File: src/common/cdma_pkg.sv
/* cdma package
   widths, register map and request/response types shared by the copy engine blocks */
package cdma_pkg;

  localparam int DATA_W       = 32;
  localparam int ADDR_W       = 16;  // word address
  localparam int BANK_W       = 3;
  localparam int OFS_W        = 13;
  localparam int NUM_BANKS    = 6;
  localparam int LEN_W        = 14;  // up to 8192 words
  localparam int MAX_INFLIGHT = 2;
  localparam int INFL_W       = $clog2(MAX_INFLIGHT + 1);
  localparam int INFL_PTR_W   = $clog2(MAX_INFLIGHT);

  localparam int REG_ADDR_W = 3;
  localparam logic [REG_ADDR_W-1:0] REG_SRC    = 3'd0;
  localparam logic [REG_ADDR_W-1:0] REG_DST    = 3'd1;
  localparam logic [REG_ADDR_W-1:0] REG_LEN    = 3'd2;
  localparam logic [REG_ADDR_W-1:0] REG_CTRL   = 3'd3;  // bit 0 starts a copy
  localparam logic [REG_ADDR_W-1:0] REG_STATUS = 3'd4;

  typedef struct packed {
    logic [BANK_W-1:0] bank;
    logic [OFS_W-1:0]  ofs;
  } gmem_split_t;

  typedef union packed {
    logic [ADDR_W-1:0] flat;   // engine view
    gmem_split_t       split;  // router view
  } gmem_addr_u;

  typedef struct packed {
    logic                  we;
    logic [REG_ADDR_W-1:0] addr;
    logic [DATA_W-1:0]     wdata;
  } reg_req_t;

  typedef struct packed {
    logic [DATA_W-1:0] rdata;  // zero for writes
  } reg_rsp_t;

  typedef struct packed {
    logic              we;
    gmem_addr_u        addr;
    logic [DATA_W-1:0] wdata;
  } mem_req_t;

  typedef struct packed {
    logic              we;
    logic [OFS_W-1:0]  ofs;
    logic [DATA_W-1:0] wdata;
  } bank_req_t;

  typedef struct packed {
    logic busy;
    logic done;
    logic err;
  } status_t;

endpackage

File: src/hw/ctrl_regs/ctrl_regs.sv
/* ctrl_regs
   register slave holding copy source, destination, length and status */
`timescale 1ns/1ns

module ctrl_regs (
  input  logic                        ap_clk,
  input  logic                        arst_n,
  input  cdma_pkg::reg_req_t          reg_req,
  input  logic                        reg_req_valid,
  output logic                        reg_req_ready,
  output cdma_pkg::reg_rsp_t          reg_rsp,
  output logic                        reg_rsp_valid,
  input  logic                        reg_rsp_ready,
  output logic                        start,
  output cdma_pkg::gmem_addr_u        src,
  output cdma_pkg::gmem_addr_u        dst,
  output logic [cdma_pkg::LEN_W-1:0]  len,
  input  logic                        done
);

  cdma_pkg::status_t status;
  logic              req_fire;
  logic              ctrl_wr;
  logic              ranges_ok;

  // last word must not wrap and must land in a populated bank
  function automatic logic range_ok(cdma_pkg::gmem_addr_u base,
                                    logic [cdma_pkg::LEN_W-1:0] n);
    logic [cdma_pkg::ADDR_W:0] sum;
    cdma_pkg::gmem_addr_u      last;
    sum       = {1'b0, base.flat} + (cdma_pkg::ADDR_W + 1)'(n) - (cdma_pkg::ADDR_W + 1)'(1);
    last.flat = sum[cdma_pkg::ADDR_W-1:0];
    return !sum[cdma_pkg::ADDR_W] &&
           (last.split.bank < cdma_pkg::BANK_W'(cdma_pkg::NUM_BANKS));
  endfunction

  assign reg_req_ready = !reg_rsp_valid;  // one access at a time
  assign req_fire      = reg_req_valid && reg_req_ready;
  assign ctrl_wr       = req_fire && reg_req.we && (reg_req.addr == cdma_pkg::REG_CTRL);
  assign ranges_ok     = (len != '0) && range_ok(src, len) && range_ok(dst, len);

  always_ff @(posedge ap_clk or negedge arst_n) begin
    if (!arst_n) begin
      reg_rsp_valid <= 1'b0;
      start         <= 1'b0;
      status        <= '0;
      src           <= '0;
      dst           <= '0;
      len           <= '0;
    end else begin
      start <= 1'b0;
      if (req_fire) begin
        reg_rsp_valid <= 1'b1;
      end else if (reg_rsp_ready) begin
        reg_rsp_valid <= 1'b0;
      end
      if (req_fire && reg_req.we) begin
        case (reg_req.addr)
          cdma_pkg::REG_SRC: src.flat <= reg_req.wdata[cdma_pkg::ADDR_W-1:0];
          cdma_pkg::REG_DST: dst.flat <= reg_req.wdata[cdma_pkg::ADDR_W-1:0];
          cdma_pkg::REG_LEN: len      <= reg_req.wdata[cdma_pkg::LEN_W-1:0];
          default: ;
        endcase
      end
      if (ctrl_wr) begin
        status.done <= 1'b0;
        status.err  <= 1'b0;
        if (reg_req.wdata[0] && !status.busy) begin  // ignored while busy
          if (ranges_ok) begin
            start       <= 1'b1;
            status.busy <= 1'b1;
          end else begin
            status.err <= 1'b1;
          end
        end
      end
      if (done) begin  // end of copy wins over a clear
        status.busy <= 1'b0;
        status.done <= 1'b1;
      end
    end
  end

  always_ff @(posedge ap_clk) begin
    if (req_fire) begin
      reg_rsp.rdata <= '0;
      if (!reg_req.we) begin
        case (reg_req.addr)
          cdma_pkg::REG_SRC:    reg_rsp.rdata <= cdma_pkg::DATA_W'(src.flat);
          cdma_pkg::REG_DST:    reg_rsp.rdata <= cdma_pkg::DATA_W'(dst.flat);
          cdma_pkg::REG_LEN:    reg_rsp.rdata <= cdma_pkg::DATA_W'(len);
          cdma_pkg::REG_STATUS: reg_rsp.rdata <= cdma_pkg::DATA_W'(status);
          default: ;
        endcase
      end
    end
  end

endmodule

File: src/hw/copy_engine/copy_engine.sv
/* copy_engine
   moves len words from src to dst, at most two reads ahead of the writes */
`timescale 1ns/1ns

module copy_engine (
  input  logic                         ap_clk,
  input  logic                         arst_n,
  input  logic                         start,
  input  cdma_pkg::gmem_addr_u         src,
  input  cdma_pkg::gmem_addr_u         dst,
  input  logic [cdma_pkg::LEN_W-1:0]   len,
  output cdma_pkg::mem_req_t           mem_req,
  output logic                         mem_req_valid,
  input  logic                         mem_req_ready,
  input  logic                         mem_rsp_valid,
  input  logic [cdma_pkg::DATA_W-1:0]  mem_rsp_data,
  output logic                         done
);

  cdma_pkg::gmem_addr_u             src_q;
  cdma_pkg::gmem_addr_u             dst_q;
  logic [cdma_pkg::LEN_W-1:0]       len_q;
  logic [cdma_pkg::LEN_W-1:0]       rd_idx;
  logic [cdma_pkg::LEN_W-1:0]       wr_idx;
  logic [cdma_pkg::DATA_W-1:0]      buf_mem [cdma_pkg::MAX_INFLIGHT];
  logic [cdma_pkg::INFL_PTR_W-1:0]  buf_wr;
  logic [cdma_pkg::INFL_PTR_W-1:0]  buf_rd;
  logic [cdma_pkg::INFL_W-1:0]      buf_cnt;
  logic [cdma_pkg::INFL_W-1:0]      rd_used;  // reads issued, not yet turned into writes
  logic                             active;
  logic                             req_last;
  logic                             req_fire;
  logic                             last_fire;
  logic                             can_load;
  logic                             load_wr;
  logic                             load_rd;

  assign req_fire  = mem_req_valid && mem_req_ready;
  assign last_fire = req_fire && mem_req.we && req_last;
  assign can_load  = !mem_req_valid || req_fire;  // request stage free next cycle
  assign load_wr   = can_load && (buf_cnt != '0);  // writes first
  assign load_rd   = can_load && !load_wr && active && (rd_idx != len_q) &&
                     (rd_used < cdma_pkg::INFL_W'(cdma_pkg::MAX_INFLIGHT));

  always_ff @(posedge ap_clk or negedge arst_n) begin
    if (!arst_n) begin
      active        <= 1'b0;
      mem_req_valid <= 1'b0;
      done          <= 1'b0;
      rd_idx        <= '0;
      wr_idx        <= '0;
      rd_used       <= '0;
      buf_wr        <= '0;
      buf_rd        <= '0;
      buf_cnt       <= '0;
    end else begin
      done <= last_fire;
      if (start) begin
        active <= 1'b1;
        rd_idx <= '0;
        wr_idx <= '0;
      end else if (last_fire) begin
        active <= 1'b0;
      end
      if (can_load) begin
        mem_req_valid <= load_wr || load_rd;
      end
      if (load_rd) begin
        rd_idx <= rd_idx + 1'b1;
      end
      if (load_wr) begin
        wr_idx <= wr_idx + 1'b1;
        buf_rd <= buf_rd + 1'b1;
      end
      if (mem_rsp_valid) begin
        buf_wr <= buf_wr + 1'b1;
      end
      rd_used <= rd_used + cdma_pkg::INFL_W'(load_rd) - cdma_pkg::INFL_W'(load_wr);
      buf_cnt <= buf_cnt + cdma_pkg::INFL_W'(mem_rsp_valid) - cdma_pkg::INFL_W'(load_wr);
    end
  end

  always_ff @(posedge ap_clk) begin
    if (start) begin
      src_q <= src;
      dst_q <= dst;
      len_q <= len;
    end
    if (mem_rsp_valid) begin
      buf_mem[buf_wr] <= mem_rsp_data;
    end
    if (load_wr) begin
      mem_req.we        <= 1'b1;
      mem_req.addr.flat <= dst_q.flat + cdma_pkg::ADDR_W'(wr_idx);
      mem_req.wdata     <= buf_mem[buf_rd];
      req_last          <= (wr_idx == len_q - 1'b1);
    end else if (load_rd) begin
      mem_req.we        <= 1'b0;
      mem_req.addr.flat <= src_q.flat + cdma_pkg::ADDR_W'(rd_idx);
      mem_req.wdata     <= '0;
      req_last          <= 1'b0;
    end
  end

endmodule

File: src/hw/bank_router.sv
/* bank_router
   steers engine requests to six banks and returns read data in issue order */
`timescale 1ns/1ns

module bank_router (
  input  logic                            ap_clk,
  input  logic                            arst_n,
  input  cdma_pkg::mem_req_t              mem_req,
  input  logic                            mem_req_valid,
  output logic                            mem_req_ready,
  output logic                            mem_rsp_valid,
  output logic [cdma_pkg::DATA_W-1:0]     mem_rsp_data,
  output cdma_pkg::bank_req_t             bank_req       [cdma_pkg::NUM_BANKS],
  output logic [cdma_pkg::NUM_BANKS-1:0]  bank_req_valid,
  input  logic [cdma_pkg::NUM_BANKS-1:0]  bank_req_ready,
  input  logic [cdma_pkg::NUM_BANKS-1:0]  bank_rsp_valid,
  input  logic [cdma_pkg::DATA_W-1:0]     bank_rsp_data  [cdma_pkg::NUM_BANKS],
  output logic [cdma_pkg::NUM_BANKS-1:0]  bank_rsp_ready
);

  logic [cdma_pkg::BANK_W-1:0]      sel;
  logic [cdma_pkg::BANK_W-1:0]      head;
  logic [cdma_pkg::BANK_W-1:0]      ord_q [cdma_pkg::MAX_INFLIGHT];  // banks of pending reads
  logic [cdma_pkg::INFL_PTR_W-1:0]  ord_wr;
  logic [cdma_pkg::INFL_PTR_W-1:0]  ord_rd;
  logic [cdma_pkg::INFL_W-1:0]      ord_cnt;
  logic                             rd_fire;

  assign sel     = mem_req.addr.split.bank;
  assign head    = ord_q[ord_rd];
  assign rd_fire = mem_req_valid && mem_req_ready && !mem_req.we;

  always_comb begin
    mem_req_ready = 1'b0;
    mem_rsp_valid = 1'b0;
    mem_rsp_data  = '0;
    for (int b = 0; b < cdma_pkg::NUM_BANKS; b++) begin
      bank_req[b].we     = mem_req.we;
      bank_req[b].ofs    = mem_req.addr.split.ofs;
      bank_req[b].wdata  = mem_req.wdata;
      bank_req_valid[b]  = mem_req_valid && (sel == cdma_pkg::BANK_W'(b));
      bank_rsp_ready[b]  = (ord_cnt != '0) && (head == cdma_pkg::BANK_W'(b));  // head only
      if (sel == cdma_pkg::BANK_W'(b)) begin
        mem_req_ready = bank_req_ready[b];
      end
      if (bank_rsp_ready[b]) begin
        mem_rsp_valid = bank_rsp_valid[b];
        mem_rsp_data  = bank_rsp_data[b];
      end
    end
  end

  always_ff @(posedge ap_clk or negedge arst_n) begin
    if (!arst_n) begin
      ord_wr  <= '0;
      ord_rd  <= '0;
      ord_cnt <= '0;
    end else begin
      if (rd_fire) begin
        ord_wr <= ord_wr + 1'b1;
      end
      if (mem_rsp_valid) begin
        ord_rd <= ord_rd + 1'b1;
      end
      ord_cnt <= ord_cnt + cdma_pkg::INFL_W'(rd_fire) - cdma_pkg::INFL_W'(mem_rsp_valid);
    end
  end

  always_ff @(posedge ap_clk) begin
    if (rd_fire) begin
      ord_q[ord_wr] <= sel;
    end
  end

endmodule

File: src/hw/cdma_top.sv
/* cdma top
   register slave, copy engine and six-bank router */
`timescale 1ns/1ns

module cdma_top (
  input  logic                                 ap_clk,
  input  logic                                 arst_n,
  input  cdma_pkg::reg_req_t                   reg_req,
  input  logic                                 reg_req_valid,
  output logic                                 reg_req_ready,
  output cdma_pkg::reg_rsp_t                   reg_rsp,
  output logic                                 reg_rsp_valid,
  input  logic                                 reg_rsp_ready,
  output cdma_pkg::bank_req_t                  bank_req       [cdma_pkg::NUM_BANKS],
  output logic [cdma_pkg::NUM_BANKS-1:0]       bank_req_valid,
  input  logic [cdma_pkg::NUM_BANKS-1:0]       bank_req_ready,
  input  logic [cdma_pkg::NUM_BANKS-1:0]       bank_rsp_valid,
  input  logic [cdma_pkg::DATA_W-1:0]          bank_rsp_data  [cdma_pkg::NUM_BANKS],
  output logic [cdma_pkg::NUM_BANKS-1:0]       bank_rsp_ready
);

  logic                         start;
  logic                         done;
  cdma_pkg::gmem_addr_u         src;
  cdma_pkg::gmem_addr_u         dst;
  logic [cdma_pkg::LEN_W-1:0]   len;
  cdma_pkg::mem_req_t           mem_req;
  logic                         mem_req_valid;
  logic                         mem_req_ready;
  logic                         mem_rsp_valid;
  logic [cdma_pkg::DATA_W-1:0]  mem_rsp_data;

  ctrl_regs i_ctrl_regs (
    .ap_clk        (ap_clk),
    .arst_n        (arst_n),
    .reg_req       (reg_req),
    .reg_req_valid (reg_req_valid),
    .reg_req_ready (reg_req_ready),
    .reg_rsp       (reg_rsp),
    .reg_rsp_valid (reg_rsp_valid),
    .reg_rsp_ready (reg_rsp_ready),
    .start         (start),
    .src           (src),
    .dst           (dst),
    .len           (len),
    .done          (done)
  );

  copy_engine i_copy_engine (
    .ap_clk        (ap_clk),
    .arst_n        (arst_n),
    .start         (start),
    .src           (src),
    .dst           (dst),
    .len           (len),
    .mem_req       (mem_req),
    .mem_req_valid (mem_req_valid),
    .mem_req_ready (mem_req_ready),
    .mem_rsp_valid (mem_rsp_valid),
    .mem_rsp_data  (mem_rsp_data),
    .done          (done)
  );

  bank_router i_bank_router (
    .ap_clk         (ap_clk),
    .arst_n         (arst_n),
    .mem_req        (mem_req),
    .mem_req_valid  (mem_req_valid),
    .mem_req_ready  (mem_req_ready),
    .mem_rsp_valid  (mem_rsp_valid),
    .mem_rsp_data   (mem_rsp_data),
    .bank_req       (bank_req),
    .bank_req_valid (bank_req_valid),
    .bank_req_ready (bank_req_ready),
    .bank_rsp_valid (bank_rsp_valid),
    .bank_rsp_data  (bank_rsp_data),
    .bank_rsp_ready (bank_rsp_ready)
  );

endmodule

File: config.mk
export PLATFORM = sky130hd
export DESIGN_NAME = cdma_top
export DESIGN_NICKNAME = d
export VERILOG_FILES = /design/src/common/cdma_pkg.sv /design/src/hw/ctrl_regs/ctrl_regs.sv /design/src/hw/copy_engine/copy_engine.sv /design/src/hw/bank_router.sv /design/src/hw/cdma_top.sv
export SDC_FILE = /design/constraint.sdc
export NUM_CORES = 1
export LEC_CHECK = 0
export BUFFER_PORTS_ARGS = -buffer_cell sky130_fd_sc_hd__clkbuf_2
export CAP_MARGIN = 40
export CORE_AREA = 3 3 221 223
export DETAILED_ROUTE_END_ITERATION = 16
export DIE_AREA = 0 0 224 226
export PLACE_DENSITY_LB_ADDON = 0.08
export SETUP_SLACK_MARGIN = 0.05
export SKIP_CTS_REPAIR_TIMING = 1
export SYNTH_ARGS = -nofsm -noshare
export SYNTH_HDL_FRONTEND = slang
export SYNTH_SLANG_ARGS = --single-unit
File: constraint.sdc
create_clock -name ap_clk -period 3.97 [get_ports ap_clk]
set_clock_uncertainty 0.1 [all_clocks]
set_input_delay 0.397 -clock ap_clk [delete_from_list [all_inputs] [get_ports ap_clk]]
set_output_delay 0.397 -clock ap_clk [all_outputs]
set_load 0.02 [all_outputs]
After elaboration in Yosys (flattened, before gate mapping)
Memory sizes are Yosys's and may differ from the RTL's.
Cells that the tools add are included.

word-level totals
  register bits after elaboration = 220
  memories kept = 2
  RAM bits = 70
  input bits = 244

memories
  name                   words  bits a word  rd ports  clocked after memory_dff  write ports  RTL line           RTL
  i_copy_engine.buf_mem  2      32           1         0                         1            copy_engine.sv:25  logic [cdma_pkg::DATA_W-1:0] buf_mem [cdma_pkg::MAX_INFLIGHT];
  i_bank_router.ord_q    2      3            1         0                         1            bank_router.sv:23  logic [cdma_pkg::BANK_W-1:0] ord_q [cdma_pkg::MAX_INFLIGHT];

cells by class
  $add $sub $neg = 19
  order comparisons = 3
  multiplexer cells = 43
  equal/unequal tests = 16
  reduce and logical (&&, ||, !) cells = 56

operators with widths
  kind                                                                    count
  32-bit 2-to-1 mux                                                       6
  48-bit 2-to-1 mux                                                       2
  16-bit case mux with 4 select lines                                     1
  14-bit 2-to-1 mux                                                       3
  16-bit by 14-bit adder with 17-bit output                               2
  17-bit by 1-bit subtractor with 17-bit output (second input constant)   2
  16-bit by 14-bit adder with 16-bit output                               2
  1-bit logical AND                                                       29
  1-bit 2-to-1 mux                                                        29
  14-bit by 1-bit adder with 14-bit output (second input constant)        2
  2-bit nonzero test                                                      10
  3-bit by 2-bit equality test with 1-bit output (second input constant)  6
  3-bit equality test (second input constant)                             5
  14-bit equality test                                                    1
  14-bit != test                                                          1
  14-bit nonzero test                                                     1
  14-bit by 1-bit subtractor with 14-bit output (second input constant)   1
  3-bit by 1-bit equality test with 1-bit output (second input constant)  3
  3-bit zero test                                                         3
  1-bit zero test                                                         7
  2-bit by 1-bit adder with 2-bit output                                  3
  3-bit < comparator (second input constant)                              2
  2-bit AND reduction                                                     3
  2-bit by 1-bit subtractor with 2-bit output                             3
  6 further kinds                                                         10

Depth between registers and ports, before layout
  depth after elaboration = 17
  gate-level depth with buffers = 12
  depth with buffers taken out = 11

Modules after synthesis
From an unflattened synthesis, not the netlist that was laid out.

second synthesis, totals
  cells, all modules = 1726
  area, all modules = 18062.3 um^2

modules (own cells, without submodules)
  module       cells each  area each (um^2)  times used  sequential area each (um^2)
  copy_engine  744         9292.7            1           5720.5
  ctrl_regs    501         4610.7            1           1756.7
  bank_router  481         4159.0            1           280.3

Worst setup path after synthesis
Ideal clock, no wire load.

  kind = register to register
  start point = register i_bank_router.ord_rd
  end point = memory i_copy_engine.buf_mem[1][0] (netlist name) (enable)
  library setup time = 0.425 ns
  path buffers = 2
  slack = 0.409 ns
  clock period less this slack = 3.561 ns
  data arrival time = 3.036 ns
  stages on the path, launching flop included = 8
  cells stage by stage = dfrtp_1 buf_2 mux2i_4 buf_2 nand2_1 a21oi_1 a21oi_2 nor2b_1

on the way
  longest elaborated chain between the ends = 11
  elaborated cells between the ends (all ways) = 21

RTL lines
  what                                        RTL line           RTL
  start: declaration                          bank_router.sv:25  logic [cdma_pkg::INFL_PTR_W-1:0] ord_rd;
  start signal: assignment                    bank_router.sv:63  ord_rd <= ord_rd + 1'b1;
  memory read 2 x 3 bit (*)                   n/a
  3-bit zero test                             bank_router.sv:42  bank_rsp_ready[b] = (ord_cnt != '0) && (head == cdma_pkg::BANK_W'(b));
  1-bit logical AND                           bank_router.sv:42
  1-bit 2-to-1 mux (5 in a row)               bank_router.sv:46  if (bank_rsp_ready[b]) begin
  1-bit 2-to-1 mux (*)                        bank_router.sv:46
  1-bit 2-to-1 mux (*)                        copy_engine.sv:89  if (mem_rsp_valid) begin
  1-bit 2-to-1 mux (not written as such) (*)  copy_engine.sv:90  buf_mem[buf_wr] <= mem_rsp_data;
  end: declaration                            copy_engine.sv:25

Every way passes the cells marked *; elsewhere a longest branch is shown, timed or not.

Final worst setup path
  start point = register i_copy_engine.mem_req[45] (netlist name)
  end point = register i_copy_engine.wr_idx[5] (netlist name)

on the way
  longest elaborated chain between the ends = 11
  elaborated cells between the ends (all ways) = 17

RTL lines
  what                                                     RTL line           RTL
  3-bit zero test                                          bank_router.sv:43  if (sel == cdma_pkg::BANK_W'(b)) begin
  1-bit 2-to-1 mux (5 in a row)                            bank_router.sv:43
  1-bit 2-to-1 mux (*)                                     bank_router.sv:43
  1-bit logical AND (*)                                    copy_engine.sv:38  assign req_fire = mem_req_valid && mem_req_ready;
  1-bit logical OR (*)                                     copy_engine.sv:40  assign can_load = !mem_req_valid || req_fire;
  1-bit logical AND (*)                                    copy_engine.sv:41  assign load_wr = can_load && (buf_cnt != '0);
  14-bit 2-to-1 mux or 2-bit nonzero test (tied branches)  n/a
  end signal: assignment                                   copy_engine.sv:72  wr_idx <= wr_idx + 1'b1;
  end: declaration                                         copy_engine.sv:24  logic [cdma_pkg::LEN_W-1:0] wr_idx;

Marked as above.
A chain may end at the register's enable or synchronous reset.

==> reports/summary.md <==
The run gives 2250 as the count of nets after finishing. The share of the yosys chip area belonging to registers came out at 0.440. Among all flip-flop cells after synthesis, the most frequent one is sky130_fd_sc_hd__edfxtp_1.

In the routed design, unresolved DRC markers number 0. The power density over the cells was 766 nW/um^2; the combinational group share of total power was 0.479. Dividing the detail-routed wire length by the instance count gives 20.4 um. The initial standard-cell utilization of the core is 0.377. The area growth from synthesis to layout is 13.8%. A synthesized cell averages 10.7 um^2. The count of port buffers added during placement is 533. Yosys mapped a number of flops with a built-in enable equal to 181. The fraction of final layout cells with drive strength greater than 1 was 0.367; the DRC violation total after the first TritonRoute iteration was 726. In this run the remaining antenna-violating nets after routing total 0. Max-cap violations in this run came to 0.

Top cell type's share of synthesized area: 0.308. Among all cell types in the netlist, the one instantiated most often is sky130_fd_sc_hd__buf_4. Summed over all failing endpoints, the final setup total negative slack is 0 ns. After synthesis the cells add up to 17600 um^2. Measured in cells, the most critical reg-to-reg path has a length of 7. The worst setup path is of the reg2reg kind.

The routed layout has 12513 vias. After detailed routing, the total wire length is 52.0 mm. The worst setup path is captured at a flop.

The overall die area is 50600 um^2. The number of buffers created by CTS is 34, and the core outline area is 46800 um^2. The part of the power in the clock network is 0.194. The number of hold-slack violations in the final timing report is 0, and the number of unique standard cell types used by synthesis is 74. The proportion of register bits with asynchronous set or reset after synthesis is 0.336, and the number of max-slew violations in the final report is 0. Setup repair after global routing left no endpoint under its margin. Buffer cell driving the clock tree root: sky130_fd_sc_hd__clkbuf_16. The post-CTS clock slew at the launch and capture registers of the worst setup and hold paths is 0.06 ns, and the required arrival time at the worst endpoint is 4.28 ns. The path category of the worst min-delay check was in2reg. The largest total area in the synthesized netlist belongs to sky130_fd_sc_hd__edfxtp_1. For this run, the number of standard cells in the final layout without fillers is 2546. Setup violations remaining at the end of the flow were counted as 0.

Yosys attributes the largest share of cell area to sky130_fd_sc_hd__edfxtp_1 (31%), sky130_fd_sc_hd__dfrtp_1 (13%), sky130_fd_sc_hd__buf_4 (13%), sky130_fd_sc_hd__ha_1 (6.5%), sky130_fd_sc_hd__mux2i_1 (4.8%). Worst-case vdd ir drop: 0.535 mV. The first global-routing pass estimated 76.0 mm of wire.

The routability congestion estimate from global placement is 0.847. The worst hold path cell count works out to 3. Synthesis handed over a netlist of 1644 instances.

TritonCTS built the clock tree. The max-slew headroom at the worst pin is 0.452. Counting instances in the post-synthesis netlist gives the leading cell types as sky130_fd_sc_hd__buf_4 (296), sky130_fd_sc_hd__edfxtp_1 (181), sky130_fd_sc_hd__inv_1 (119), sky130_fd_sc_hd__nor2_1 (108), sky130_fd_sc_hd__o21ai_0 (105). The H-tree generated during clock tree synthesis spans 2 levels. The tools report the total instance count after detailed placement as 2479. For this design the total switching power over the nets is 6.95 mW. The switching part of the total was 0.452; the part of the cycle the worst path needs was 0.792. The longest clock path from root to sink contains 3 buffers. The synthesized design contains 274 register bits.

For this design the static power due to leakage is 9.33 nW. The pre-antenna-repair detailed-routing pass consisted of 4 iterations. In the routed layout, each cell is associated on average with a via count of 4.91. For the worst setup path, the data arrival time is 3.46 ns. The total power draw is 15.4 mW. The transition time at the pin with the least slew margin works out to 0.822 ns.

The final worst slack was 0.827 ns; the number of primary I/O pins was 566. For the total track usage, the log shows 0.200. The tools report the launch point of the critical path as i_copy_engine.mem_req[45].

The run gives 41.3 mm as the sum of net half-perimeters after detailed placement. The sequential power share was 0.327; the highest fanout seen on the critical path was 31. The logs give 53 for the maximum number of pins on one net before global-route repair and 0 for the number of warnings printed during yosys synthesis. In this run the most critical hold path is launched from reg_req[2].

The startpoint of the worst-slack reg-to-reg timing path is i_copy_engine.mem_req[45]. The die is 226 um tall. The tools report the filler cell count as 4499.

The run finished with clean final reports. Cell internal power was estimated by the tool at 8.42 mW. The highest clock rate came out at 318 MHz.

The number of antenna violations at the first check in global routing is 6, and the minimum setup slack after placement is 0.789 ns. For the number of global-route vias before repair, the log shows 12232. The final critical delay including setup and external delays was 3.14 ns. The clock reaches the later pin of the worst-skew pair after 0.53 ns. STA classifies the critical path startpoint as a flop. The floorplan has 79 rows. CTS saw 274 sinks.

For this run the aggregate overflow at the end of global routing stands at 0. The width of the die came out at 224 um.
==> layout by cell type, fill, tap and decap left out, types with 17 or more instances in the layout <==
cell type / Yosys / final
sky130_fd_sc_hd__ha_1: 91 / 91
sky130_fd_sc_hd__and3_1: 18 / 18
sky130_fd_sc_hd__a21oi_1: 47 / 47
sky130_fd_sc_hd__mux4_2: 34 / 34
sky130_fd_sc_hd__dfrtp_1: 92 / 90
sky130_fd_sc_hd__o21ai_0: 105 / 105
sky130_fd_sc_hd__mux2i_1: 84 / 83
sky130_fd_sc_hd__xor2_1: 28 / 28
sky130_fd_sc_hd__clkbuf_2: 0 / 532
sky130_fd_sc_hd__buf_4: 296 / 22
sky130_fd_sc_hd__nand2b_1: 17 / 17
sky130_fd_sc_hd__clkbuf_16: 0 / 35
sky130_fd_sc_hd__edfxtp_1: 181 / 181
sky130_fd_sc_hd__nor2_1: 108 / 106
sky130_fd_sc_hd__nand2_1: 104 / 103
sky130_fd_sc_hd__mux2_2: 35 / 35
sky130_fd_sc_hd__inv_1: 119 / 119
sky130_fd_sc_hd__xnor2_1: 42 / 42
==> flip-flops by register name, indices dropped and copies added, names as in the netlist, 14 cells and up <==
register,count
i_copy_engine.buf_mem,64
i_copy_engine.dst_q,16
i_copy_engine.len_q,14
i_copy_engine.mem_req,49
i_copy_engine.rd_idx,14
i_copy_engine.src_q,16
i_copy_engine.wr_idx,14
i_ctrl_regs.dst,16
i_ctrl_regs.len,14
i_ctrl_regs.reg_rsp,16
i_ctrl_regs.src,16
==> kinds of logic (layout without fill, tap and decap cells) <==
group,after synthesis,after routing,synth area share
buf+inv,464,743,0.164
compound gates,243,243,0.0842
flops,274,274,0.440
other cells,1,17,0.000213
xor+xnor,70,70,0.0348
fa+ha+maj,93,93,0.0669
simple gates,345,345,0.0952
mux,154,154,0.115
==> per-layer routing <==
metal	track usage	up-vias	wire, um
met5	0	-	0
met4	0.0392	0	741
met3	0.0322	50	2850
met2	0.338	414	25400
met1	0.274	6035	23000
li1	-	6014	-
==> power by group through the flow <==
stage / registers (mW) / logic (mW) / clock network [mW]
after CTS: 5.05 / 7.50 / 3.08
after global routing: 5.15 / 8.07 / 3.21
final: 5.03 / 7.36 / 2.98
after detailed placement: 5.10 / 7.48 / 0
after floorplan: 4.72 / 6.91 / 0
after global placement: 5.07 / 7.42 / 0
==> worst max-delay path, stage by stage (launching register included) <==
cell	delay, ns
sky130_fd_sc_hd__edfxtp_1	0.62
sky130_fd_sc_hd__mux4_2	0.60
sky130_fd_sc_hd__a22oi_2	0.29
sky130_fd_sc_hd__a21o_2	0.20
sky130_fd_sc_hd__inv_2	0.24
sky130_fd_sc_hd__nor2_1	0.68
sky130_fd_sc_hd__o21ai_0	0.20
sky130_fd_sc_hd__o41ai_1	0.09
==> final timing paths <==
check,end,slack [ns]
worst min register to register,i_bank_router.ord_cnt[1],0.37
min in group asynchronous,i_ctrl_regs.dst[7],0.35
worst max register to register,i_copy_engine.wr_idx[5],0.83
worst min-delay path,i_ctrl_regs.src[2],0.01
max in group asynchronous,i_copy_engine.rd_idx[1],2.59
worst max-delay path,i_copy_engine.wr_idx[5],0.83
==> layout make-up <==
cell class / count / area (um^2) / share of cell area
flip-flops and latches: 274 / 7760 / 0.387
well taps: 607 / 759 / 0.0379
clock buffers: 40 / 905 / 0.0451
multi-input cells: 921 / 7090 / 0.353
inverters: 120 / 450 / 0.0225
clock inverters: 21 / 161 / 0.00805
diodes: 1 / 2.50 / 0.000125
repair buffers: 562 / 2930 / 0.146
==> per-stage QoR <==
stage | cell area, um^2 | utilization | hold slack (ns)
finish | 20100 | 0.429 | 0.0144
global route | 20100 | 0.429 | 0.0103
CTS | 20000 | 0.428 | -0.163
detailed placement | 18900 | 0.405 | 0.364
global placement | 18900 | 0.404 | 0.361
floorplan | 17700 | - | 0.00141
No activity file was read; power rests on OpenSTA's default activity.
